File: src/logic/fetch_pkg.sv
/* shared types for the RV32I fetch frontend. uncompressed code only,
   every slot is one aligned 32-bit word */
`default_nettype none

package fetch_pkg;

    // --------------------
    // widths
    // --------------------
    typedef logic [31:0] vaddr_t;
    typedef logic [31:0] instr_t;

    // byte step between two slots of a block
    localparam int unsigned INSTR_BYTES = 4;

    // major opcodes the scanner looks for
    localparam logic [6:0] OPC_JAL    = 7'b1101111;
    localparam logic [6:0] OPC_JALR   = 7'b1100111;
    localparam logic [6:0] OPC_BRANCH = 7'b1100011;

    // control-flow class of one slot
    typedef enum logic [1:0] {
        CF_NONE,
        CF_BRANCH,
        CF_JUMP,
        CF_JALR
    } cf_kind_e;

    // scanner result, offset already sign extended
    typedef struct packed {
        cf_kind_e kind;
        vaddr_t   offset;
    } scan_t;

    // one instruction toward the decoder
    typedef struct packed {
        vaddr_t pc;
        instr_t instr;
        logic   taken;   // frontend redirected after this one
        vaddr_t target;  // zero when not taken
    } fetch_entry_t;

    // back-end redirect
    typedef struct packed {
        logic   valid;
        vaddr_t target;
    } redirect_t;

endpackage

`default_nettype wire

File: src/logic/branch_scan.sv
/* static decode of one RV32I word. only JAL, JALR and conditional
   branches are classified, everything else is CF_NONE */
`timescale 1ns/1ps
`default_nettype none

module branch_scan import fetch_pkg::*; (
    input  instr_t instr_i,
    output scan_t  scan_o
);

    logic [6:0] opcode;
    vaddr_t     imm_j;
    vaddr_t     imm_b;

    assign opcode = instr_i[6:0];

    // --------------------
    // immediates
    // --------------------
    // J-type, bit 0 is always zero
    assign imm_j = {{12{instr_i[31]}}, instr_i[19:12], instr_i[20],
                    instr_i[30:21], 1'b0};
    // B-type, sign sits in bit 31 like every other format
    assign imm_b = {{20{instr_i[31]}}, instr_i[7], instr_i[30:25],
                    instr_i[11:8], 1'b0};

    always_comb begin
        scan_o.kind   = CF_NONE;
        scan_o.offset = '0;
        case (opcode)
            OPC_JAL: begin
                scan_o.kind   = CF_JUMP;
                scan_o.offset = imm_j;
            end
            OPC_BRANCH: begin
                scan_o.kind   = CF_BRANCH;
                scan_o.offset = imm_b;
            end
            OPC_JALR: begin
                // target needs a register, never predicted
                scan_o.kind   = CF_JALR;
            end
            default: begin
                scan_o.kind   = CF_NONE;
                scan_o.offset = '0;
            end
        endcase
    end

endmodule

`default_nettype wire

File: src/logic/fetch_capture.sv
/* response register of the fetch path. expects the cache to answer exactly
   one cycle after the request; NrSlots is a power of two, at least 2 */
`timescale 1ns/1ps
`default_nettype none

module fetch_capture import fetch_pkg::*; #(
    parameter int unsigned NrSlots = 2
) (
    input  logic                      clk_i,
    input  logic                      rst_ni,
    input  logic                      flush_i,
    input  logic                      rsp_valid_i,
    input  vaddr_t                    rsp_vaddr_i,
    input  instr_t [NrSlots-1:0]      rsp_data_i,
    input  vaddr_t                    start_vaddr_i,
    output instr_t [NrSlots-1:0]      slot_instr_o,
    output vaddr_t [NrSlots-1:0]      slot_addr_o,
    output logic   [NrSlots-1:0]      slot_live_o
);

    localparam int unsigned SlotBits = $clog2(NrSlots);
    localparam int unsigned ByteBits = $clog2(INSTR_BYTES);

    logic                      valid_q;
    vaddr_t                    block_q;
    instr_t [NrSlots-1:0]      data_q;
    logic   [SlotBits-1:0]     first_q;
    // slot of the address requested last cycle
    logic   [SlotBits-1:0]     pend_slot_q;

    // valid flag is the only control state here
    always_ff @(posedge clk_i or negedge rst_ni) begin
        if (!rst_ni) begin
            valid_q <= 1'b0;
        end else begin
            valid_q <= rsp_valid_i & ~flush_i;
        end
    end

    always_ff @(posedge clk_i) begin
        // the response belongs to the request of the previous cycle
        pend_slot_q <= start_vaddr_i[SlotBits+ByteBits-1:ByteBits];
        if (rsp_valid_i) begin
            block_q <= rsp_vaddr_i;
            data_q  <= rsp_data_i;
            first_q <= pend_slot_q;
        end
    end

    // --------------------
    // per-slot split
    // --------------------
    always_comb begin
        for (int i = 0; i < NrSlots; i++) begin
            slot_instr_o[i] = data_q[i];
            slot_addr_o[i]  = block_q + vaddr_t'(i * INSTR_BYTES);
            // slots below the entry point of a jump are dead
            slot_live_o[i]  = valid_q && (SlotBits'(i) >= first_q);
        end
    end

endmodule

`default_nettype wire

File: src/logic/fetch_frontend.sv
/* RV32I fetch frontend. the cache answers one cycle after an accepted request;
   kill_o drops the response returned in that same cycle, a request accepted
   while kill_o is high stays valid. NrSlots >= 2 and QueueDepth powers of two */
`timescale 1ns/1ps
`default_nettype none

module fetch_frontend import fetch_pkg::*; #(
    parameter int unsigned NrSlots    = 2,
    parameter int unsigned QueueDepth = 8
) (
    input  logic                 clk_i,
    input  logic                 rst_ni,
    // cache request
    output logic                 req_o,
    output vaddr_t               vaddr_o,
    input  logic                 ready_i,
    // cache response
    input  logic                 rsp_valid_i,
    input  vaddr_t               rsp_vaddr_i,
    input  instr_t [NrSlots-1:0] rsp_data_i,
    output logic                 kill_o,
    // decoder
    output fetch_entry_t         fetch_entry_o,
    output logic                 fetch_entry_valid_o,
    input  logic                 fetch_entry_ready_i,
    // redirects
    input  vaddr_t               boot_addr_i,
    input  redirect_t            mispredict_i,
    input  logic                 eret_i,
    input  vaddr_t               epc_i,
    input  logic                 ex_valid_i,
    input  vaddr_t               trap_base_i
);

    instr_t       [NrSlots-1:0] slot_instr;
    vaddr_t       [NrSlots-1:0] slot_addr;
    logic         [NrSlots-1:0] slot_live;
    scan_t        [NrSlots-1:0] scan;
    fetch_entry_t [NrSlots-1:0] entries;
    logic         [NrSlots-1:0] wr_en;
    logic                       bp_valid;
    vaddr_t                     bp_target;
    logic                       has_room;
    logic                       req_fire;
    logic                       flush;

    // request only while the queue can take what comes back
    assign req_o    = has_room;
    assign req_fire = has_room & ready_i;

    // capture is cleared on any kill, the wrong-path block is dropped
    fetch_capture #(.NrSlots(NrSlots)) i_capture (
        .clk_i         (clk_i),
        .rst_ni        (rst_ni),
        .flush_i       (kill_o),
        .rsp_valid_i   (rsp_valid_i),
        .rsp_vaddr_i   (rsp_vaddr_i),
        .rsp_data_i    (rsp_data_i),
        .start_vaddr_i (vaddr_o),
        .slot_instr_o  (slot_instr),
        .slot_addr_o   (slot_addr),
        .slot_live_o   (slot_live)
    );

    // --------------------
    // one scanner per slot
    // --------------------
    for (genvar i = 0; i < NrSlots; i++) begin : gen_scan
        branch_scan i_scan (
            .instr_i (slot_instr[i]),
            .scan_o  (scan[i])
        );
    end

    predict_select #(.NrSlots(NrSlots)) i_predict (
        .slot_instr_i (slot_instr),
        .slot_addr_i  (slot_addr),
        .slot_live_i  (slot_live),
        .scan_i       (scan),
        .entries_o    (entries),
        .wr_en_o      (wr_en),
        .bp_valid_o   (bp_valid),
        .bp_target_o  (bp_target)
    );

    pc_gen #(.NrSlots(NrSlots)) i_pc_gen (
        .clk_i        (clk_i),
        .rst_ni       (rst_ni),
        .boot_addr_i  (boot_addr_i),
        .bp_valid_i   (bp_valid),
        .bp_target_i  (bp_target),
        .mispredict_i (mispredict_i),
        .eret_i       (eret_i),
        .epc_i        (epc_i),
        .ex_valid_i   (ex_valid_i),
        .trap_base_i  (trap_base_i),
        .req_fire_i   (req_fire),
        .vaddr_o      (vaddr_o),
        .flush_o      (flush),
        .kill_o       (kill_o)
    );

    fetch_queue #(
        .NrSlots    (NrSlots),
        .QueueDepth (QueueDepth)
    ) i_queue (
        .clk_i               (clk_i),
        .rst_ni              (rst_ni),
        .flush_i             (flush),
        .entries_i           (entries),
        .wr_en_i             (wr_en),
        .has_room_o          (has_room),
        .fetch_entry_o       (fetch_entry_o),
        .fetch_entry_valid_o (fetch_entry_valid_o),
        .fetch_entry_ready_i (fetch_entry_ready_i)
    );

endmodule

`default_nettype wire

File: src/logic/fetch_queue.sv
/* instruction FIFO toward the decoder. QueueDepth must be a power of two
   and at least 2*NrSlots; room is reserved for two blocks in flight */
`timescale 1ns/1ps
`default_nettype none

module fetch_queue import fetch_pkg::*; #(
    parameter int unsigned NrSlots    = 2,
    parameter int unsigned QueueDepth = 8
) (
    input  logic                       clk_i,
    input  logic                       rst_ni,
    input  logic                       flush_i,
    input  fetch_entry_t [NrSlots-1:0] entries_i,
    input  logic         [NrSlots-1:0] wr_en_i,
    output logic                       has_room_o,
    output fetch_entry_t               fetch_entry_o,
    output logic                       fetch_entry_valid_o,
    input  logic                       fetch_entry_ready_i
);

    localparam int unsigned PtrW = $clog2(QueueDepth);
    localparam int unsigned CntW = $clog2(QueueDepth + 1);

    fetch_entry_t    mem_q [QueueDepth];
    logic [PtrW-1:0] rd_ptr_q;
    logic [PtrW-1:0] wr_ptr_q;
    logic [CntW-1:0] count_q;
    logic [CntW-1:0] count_d;
    logic [CntW-1:0] n_wr;
    logic [PtrW-1:0] wr_idx [NrSlots];
    logic [CntW:0]   claim;
    logic            pop;
    // closed for one cycle after reset while the pc loads the boot address
    logic            open_q;

    // --------------------
    // write compaction
    // --------------------
    always_comb begin
        logic [PtrW-1:0] ofs;
        ofs  = '0;
        n_wr = '0;
        for (int i = 0; i < NrSlots; i++) begin
            // enabled slots land back to back in slot order
            wr_idx[i] = wr_ptr_q + ofs;
            if (wr_en_i[i]) begin
                ofs  = ofs + 1'b1;
                n_wr = n_wr + 1'b1;
            end
        end
    end

    assign fetch_entry_valid_o = (count_q != '0);
    assign fetch_entry_o       = mem_q[rd_ptr_q];
    assign pop                 = fetch_entry_valid_o & fetch_entry_ready_i;
    assign count_d             = count_q + n_wr - CntW'(pop);

    // current fill plus this cycle's write, then one block at the cache
    // and one new request must still fit
    assign claim      = {1'b0, count_q} + {1'b0, n_wr} + (CntW+1)'(2 * NrSlots);
    assign has_room_o = open_q & ~flush_i & (claim <= (CntW+1)'(QueueDepth));

    always_ff @(posedge clk_i or negedge rst_ni) begin
        if (!rst_ni) begin
            open_q   <= 1'b0;
            rd_ptr_q <= '0;
            wr_ptr_q <= '0;
            count_q  <= '0;
        end else begin
            open_q <= 1'b1;
            if (flush_i) begin
                rd_ptr_q <= '0;
                wr_ptr_q <= '0;
                count_q  <= '0;
            end else begin
                rd_ptr_q <= rd_ptr_q + PtrW'(pop);
                wr_ptr_q <= wr_ptr_q + PtrW'(n_wr);
                count_q  <= count_d;
            end
        end
    end

    // storage
    always_ff @(posedge clk_i) begin
        for (int i = 0; i < NrSlots; i++) begin
            if (wr_en_i[i] && !flush_i) begin
                mem_q[wr_idx[i]] <= entries_i[i];
            end
        end
    end

endmodule

`default_nettype wire

File: src/logic/pc_gen.sv
/* next-pc selection. boot address is loaded in the first cycle out of
   reset; vaddr_o is the exact pc, the cache aligns it to the block */
`timescale 1ns/1ps
`default_nettype none

module pc_gen import fetch_pkg::*; #(
    parameter int unsigned NrSlots = 2
) (
    input  logic      clk_i,
    input  logic      rst_ni,
    input  vaddr_t    boot_addr_i,
    input  logic      bp_valid_i,
    input  vaddr_t    bp_target_i,
    input  redirect_t mispredict_i,
    input  logic      eret_i,
    input  vaddr_t    epc_i,
    input  logic      ex_valid_i,
    input  vaddr_t    trap_base_i,
    input  logic      req_fire_i,
    output vaddr_t    vaddr_o,
    output logic      flush_o,
    output logic      kill_o
);

    localparam vaddr_t BlockStep = vaddr_t'(NrSlots * INSTR_BYTES);
    localparam vaddr_t BlockMask = vaddr_t'(NrSlots * INSTR_BYTES - 1);

    logic   npc_load_q;
    vaddr_t npc_q;
    vaddr_t npc_d;
    vaddr_t fetch_addr;

    // --------------------
    // redirect priority
    // --------------------
    always_comb begin
        // hold by default, boot address while loading
        fetch_addr = npc_load_q ? boot_addr_i : npc_q;
        npc_d      = fetch_addr;
        // prediction also steers the request of this cycle
        if (bp_valid_i) begin
            fetch_addr = bp_target_i;
            npc_d      = bp_target_i;
        end
        // sequential step from the block base
        if (req_fire_i) npc_d = (fetch_addr & ~BlockMask) + BlockStep;
        if (mispredict_i.valid) npc_d = mispredict_i.target;
        if (eret_i) npc_d = epc_i;
        // exception beats everything
        if (ex_valid_i) npc_d = trap_base_i;
    end

    assign vaddr_o = fetch_addr;
    // back-end redirects flush capture and queue
    assign flush_o = mispredict_i.valid | eret_i | ex_valid_i;
    // a prediction only drops what is still at the cache
    assign kill_o  = flush_o | bp_valid_i;

    always_ff @(posedge clk_i or negedge rst_ni) begin
        if (!rst_ni) begin
            npc_load_q <= 1'b1;
            npc_q      <= '0;
        end else begin
            npc_load_q <= 1'b0;
            npc_q      <= npc_d;
        end
    end

endmodule

`default_nettype wire

File: src/logic/predict_select.sv
/* static prediction over one block. jal taken, backward branch taken,
   jalr never; the lowest taken live slot ends the block */
`timescale 1ns/1ps
`default_nettype none

module predict_select import fetch_pkg::*; #(
    parameter int unsigned NrSlots = 2
) (
    input  instr_t       [NrSlots-1:0] slot_instr_i,
    input  vaddr_t       [NrSlots-1:0] slot_addr_i,
    input  logic         [NrSlots-1:0] slot_live_i,
    input  scan_t        [NrSlots-1:0] scan_i,
    output fetch_entry_t [NrSlots-1:0] entries_o,
    output logic         [NrSlots-1:0] wr_en_o,
    output logic                       bp_valid_o,
    output vaddr_t                     bp_target_o
);

    logic   [NrSlots-1:0] pred_taken;
    vaddr_t [NrSlots-1:0] pred_target;

    // --------------------
    // per-slot guess
    // --------------------
    always_comb begin
        for (int i = 0; i < NrSlots; i++) begin
            // sign of the offset decides for branches
            pred_taken[i]  = (scan_i[i].kind == CF_JUMP)
                          || ((scan_i[i].kind == CF_BRANCH) && scan_i[i].offset[31]);
            pred_target[i] = slot_addr_i[i] + scan_i[i].offset;
        end
    end

    // --------------------
    // lowest taken wins
    // --------------------
    always_comb begin
        logic blocked;
        logic hit;
        blocked     = 1'b0;
        bp_valid_o  = 1'b0;
        bp_target_o = '0;
        for (int i = 0; i < NrSlots; i++) begin
            hit = slot_live_i[i] && !blocked && pred_taken[i];
            // slots after a taken one are on the wrong path
            wr_en_o[i]          = slot_live_i[i] && !blocked;
            entries_o[i].pc     = slot_addr_i[i];
            entries_o[i].instr  = slot_instr_i[i];
            entries_o[i].taken  = hit;
            entries_o[i].target = hit ? pred_target[i] : '0;
            if (hit) begin
                bp_valid_o  = 1'b1;
                bp_target_o = pred_target[i];
                blocked     = 1'b1;
            end
        end
    end

endmodule

`default_nettype wire
File: config.mk
export PLATFORM = sky130hd
export DESIGN_NAME = fetch_frontend
export DESIGN_NICKNAME = d
export VERILOG_FILES = /design/src/logic/fetch_pkg.sv /design/src/logic/branch_scan.sv /design/src/logic/fetch_capture.sv /design/src/logic/fetch_frontend.sv /design/src/logic/fetch_queue.sv /design/src/logic/pc_gen.sv /design/src/logic/predict_select.sv
export SDC_FILE = /design/constraint.sdc
export NUM_CORES = 2
export LEC_CHECK = 0
export ABC_AREA = 1
export BUFFER_PORTS_ARGS = -buffer_cell sky130_fd_sc_hd__buf_4
export CAP_MARGIN = 10
export CORE_ASPECT_RATIO = 1.2
export CORE_MARGIN = 2
export CORE_UTILIZATION = 25
export DETAILED_ROUTE_END_ITERATION = 10
export GPL_TIMING_DRIVEN = 1
export RECOVER_POWER = 50
export REMOVE_ABC_BUFFERS = 1
export SYNTH_ARGS = -nofsm -noshare
export SYNTH_HDL_FRONTEND = slang
export SYNTH_SLANG_ARGS = --single-unit
File: constraint.sdc
create_clock -name clk_i -period 13.7 [get_ports clk_i]
set_input_delay 2.74 -clock clk_i [delete_from_list [all_inputs] [get_ports clk_i]]
set_output_delay 2.74 -clock clk_i [all_outputs]
set_load 0.02 [all_outputs]
==> results.ini <==
[outcome]
status = finished with violations
violations = capacitance limit, slew limit

[setup_path]
crit_path_end_kind = register
r2r-end = i_queue.mem_q[7][91]
ff2ff_path_depth = 13
crit_end = i_queue.mem_q[7][91]
crit_family = buffers and inverters
crit_fanout = 55
timing.rr.start = i_capture.slot_instr_o[6]
crit_path_top_delay_cell = o21ai_0
path_class = primary input to register
r2r_slack_ps = 4710
cp.arrival_ps = 11480
required_ps = 14040
crit_cells = 11
crit_buf_inv = 6
critPathLaunchType = primary input
slowest_delay_ps = 2670
crit_start = ex_valid_i
critical_path.cell_chain = clkbuf_1 -> inv_1 -> clkbuf_1 -> nand2_1 -> nor2_1 -> nand2_1 -> nor2_1 -> clkinvlp_2 -> o21ai_0 -> buf_4 -> buf_4

[power_and_ir_drop]
combinationalPowerShare_pct = 7.0
p_sw_mw = 1.490
leakagePower_nw = 21.29
p_int_mw = 4.715
power_frac_clock_pct = 41.9
peakVddDrop_v = 0.00008655
power_density_nw_per_um2 = 109.5
swShare_pct = 24.01
p_seq_share_pct = 51.1
p_total_mw = 6.204

[yosys]
synth_cells = 5537
ys_types = 60
yosysWarnings = 0
async_flop_share_pct = 4.897
yosys.area.top_type = edfxtp_1
syn_avg_cell_area_sq_um = 8.828
ys_top_cells_by_count = o21ai_0, nand2_1, edfxtp_1
synth_edf_count = 873
ys.flop_type = edfxtp_1
netlist_area_sq_um = 48880
yosysTopAreaCellShare_pct = 53.63
ys_seq_area_share_pct = 55.98
synth_most_common_cell = o21ai_0
ys_ff_latch = 919
synth_area_leaders = edfxtp_1, o21ai_0, nand2_1

[floorplanning]
start_util_pct = 25.20
rows = 177
die_w_um = 407.6
dieArea_sq_um = 199100
core_area_sq_um = 194000
num_io_pins = 364
die_y_um = 488.4

[clocking]
root_buffer = clkbuf_16
cts_tree = built
cts_buffers = 95
cts_resized = 0
ctsHoldBuffers = 0
clockBufferDepth = 3
cts.sinks = 919
htreeDepth = 3
postCtsSetupBuffers = 0
path_clk_slew_ps = 60
clkLatencyLatePin_ps = 750

[sta]
setup-violations-final = 0
final.period_utilization_pct = 81.28
worstMarginPinSlew_ps = 4160
period_minus_slack_ps = 11140
skew_ps = 42.39
rsz0062_at_grt = false
slew_headroom_pct = -180.3
drv_slew = 1231
fmax_mhz = 89.80
hold_viol_final = 0

[placed_design]
placed_cells_incl_taps = 8177
gp_congestion = 0.9268
portBuffers = 363
dpl.hpwl_um = 118500

[route]
wl_per_cell_um = 21.66
vias = 41400
drtAntennaViolNets = 0
first_iter_violations = 4260
vias_per_cell = 4.958
drtPass1Iterations = 6
drt-total-wl_um = 180900
remaining_drc_errors = 0

[global_route]
overflow = 0
antenna_found_initial = 18
grt_max_degree = 182
grt_pass1_wl_um = 262300
grt_pass1_vias = 39320
grt_usage_pct = 17.58

[hold_path]
hp-class = register to register

[flow_run]
drv_cap = 27

[finish]
nets = 5984
syn_to_final_growth_pct = 15.95
final_cells = 8351
final_layout_size_suffix_gt1_share_pct = 10.33

## metal layers
metal	up-vias	part of all wire, %	global-route usage (%)
met5	-	0.038	0
met1	19870	42	22.85
met3	307	8.3	3.117
met4	10	3.4	6.141
met2	1808	46	29.32
li1	19410	-	-
## power by group through the flow
stage                     clock network (mW)  logic, mW  registers, mW
final                                   2.60      0.435           3.17
after global routing                    2.72      0.489           3.17
after CTS                               2.63      0.443           3.17
after detailed placement                   0      0.440           3.22
after global placement                     0      0.435           3.22
after floorplan                            0      0.247           3.21
## registers in the layout, summed over array words and instances (netlist names), 3 cells and up
signal                  flops
i_pc_gen.npc_q             32
i_queue.mem_q             776
i_queue.wr_ptr_q            3
i_capture.block_q          32
i_queue.rd_ptr_q            3
i_queue.count_q             4
i_capture.slot_instr_o     64
## worst reg2reg max path, cell delays in order, from the launching register on
cell	delay, ps
edfxtp_1	540
nand2_2	120
nor2_1	210
nand3_4	390
nand2_2	180
nand2_4	360
nand2_2	210
nor2_1	280
nand2_1	210
nor2_1	210
clkinvlp_2	1480
o21ai_0	2680
buf_4	900
buf_4	750
## worst min-delay path by stage
stage / from / to / slack, ps / cells past startpoint
floorplan: i_capture.pend_slot_q / i_capture.first_q / 390 / 0
global placement: i_capture.pend_slot_q / i_capture.first_q / 410 / 0
detailed placement: i_capture.pend_slot_q / i_capture.first_q / 410 / 0
CTS: i_capture.pend_slot_q / i_capture.first_q / 430 / 0
global route: i_capture.pend_slot_q / i_capture.first_q / 450 / 0
finish: i_capture.pend_slot_q / i_capture.first_q / 420 / 0
## layout by cell type (no fill, tap or decap), drive strengths merged, types with 11 or more instances in the layout
cell / synthesis / layout
nand4: 29 / 29
xnor2: 11 / 11
clkinv: 9 / 40
inv: 306 / 310
buf: 57 / 305
dfrtp: 44 / 44
a21oi: 91 / 91
a31oi: 97 / 97
xor2: 39 / 39
nor2: 870 / 870
nand3: 173 / 173
edfxtp: 873 / 873
clkbuf: 318 / 238
nand2: 1088 / 1088
nor3: 26 / 26
o22ai: 103 / 103
nand3b: 16 / 16
ha: 67 / 67
o21ai: 1242 / 1242
## metrics by stage
| step | setup slack, ps | TNS (ps) | util [%] | instance area (sq um) | hold slack [ps] |
|---|---|---|---|---|---|
| floorplan | -3344 | -324390 | - | 47380 | 385.5 |
| global route | 2157 | 0 | 29.21 | 56670 | 445.9 |
| finish | 2564 | 0 | 29.21 | 56680 | 419.7 |
| global placement | 5557 | 0 | 27.83 | 53990 | 411.9 |
| CTS | 4673 | 0 | 29.40 | 57030 | 425.8 |
| detailed placement | 5479 | 0 | 27.83 | 53990 | 412.4 |
## logic make-up after synthesis
kind of cell	after synthesis	synth area share [%]
adder cells (fa/ha/maj)	72	1.920
AO/OA/AOI/OAI	1572	16.87
flip-flops	919	55.98
AND/OR/NAND/NOR	2227	18.72
other	2	0.01536
multiplexers	5	0.1024
buffers and inverters	690	5.491
XOR/XNOR	50	0.8959
## final cells by class
cell class | instances | area (sq um)
multi-input combinational | 3928 | 18860
fill | 20500 | 137300
clock inverter | 48 | 493.0
antenna | 3 | 7.507
sequential | 919 | 27370
timing repair buffer | 421 | 2933
inverter | 315 | 1220
clock buffer | 122 | 2542
tap | 2595 | 3247
No activity file was read; power rests on OpenSTA's default activity.
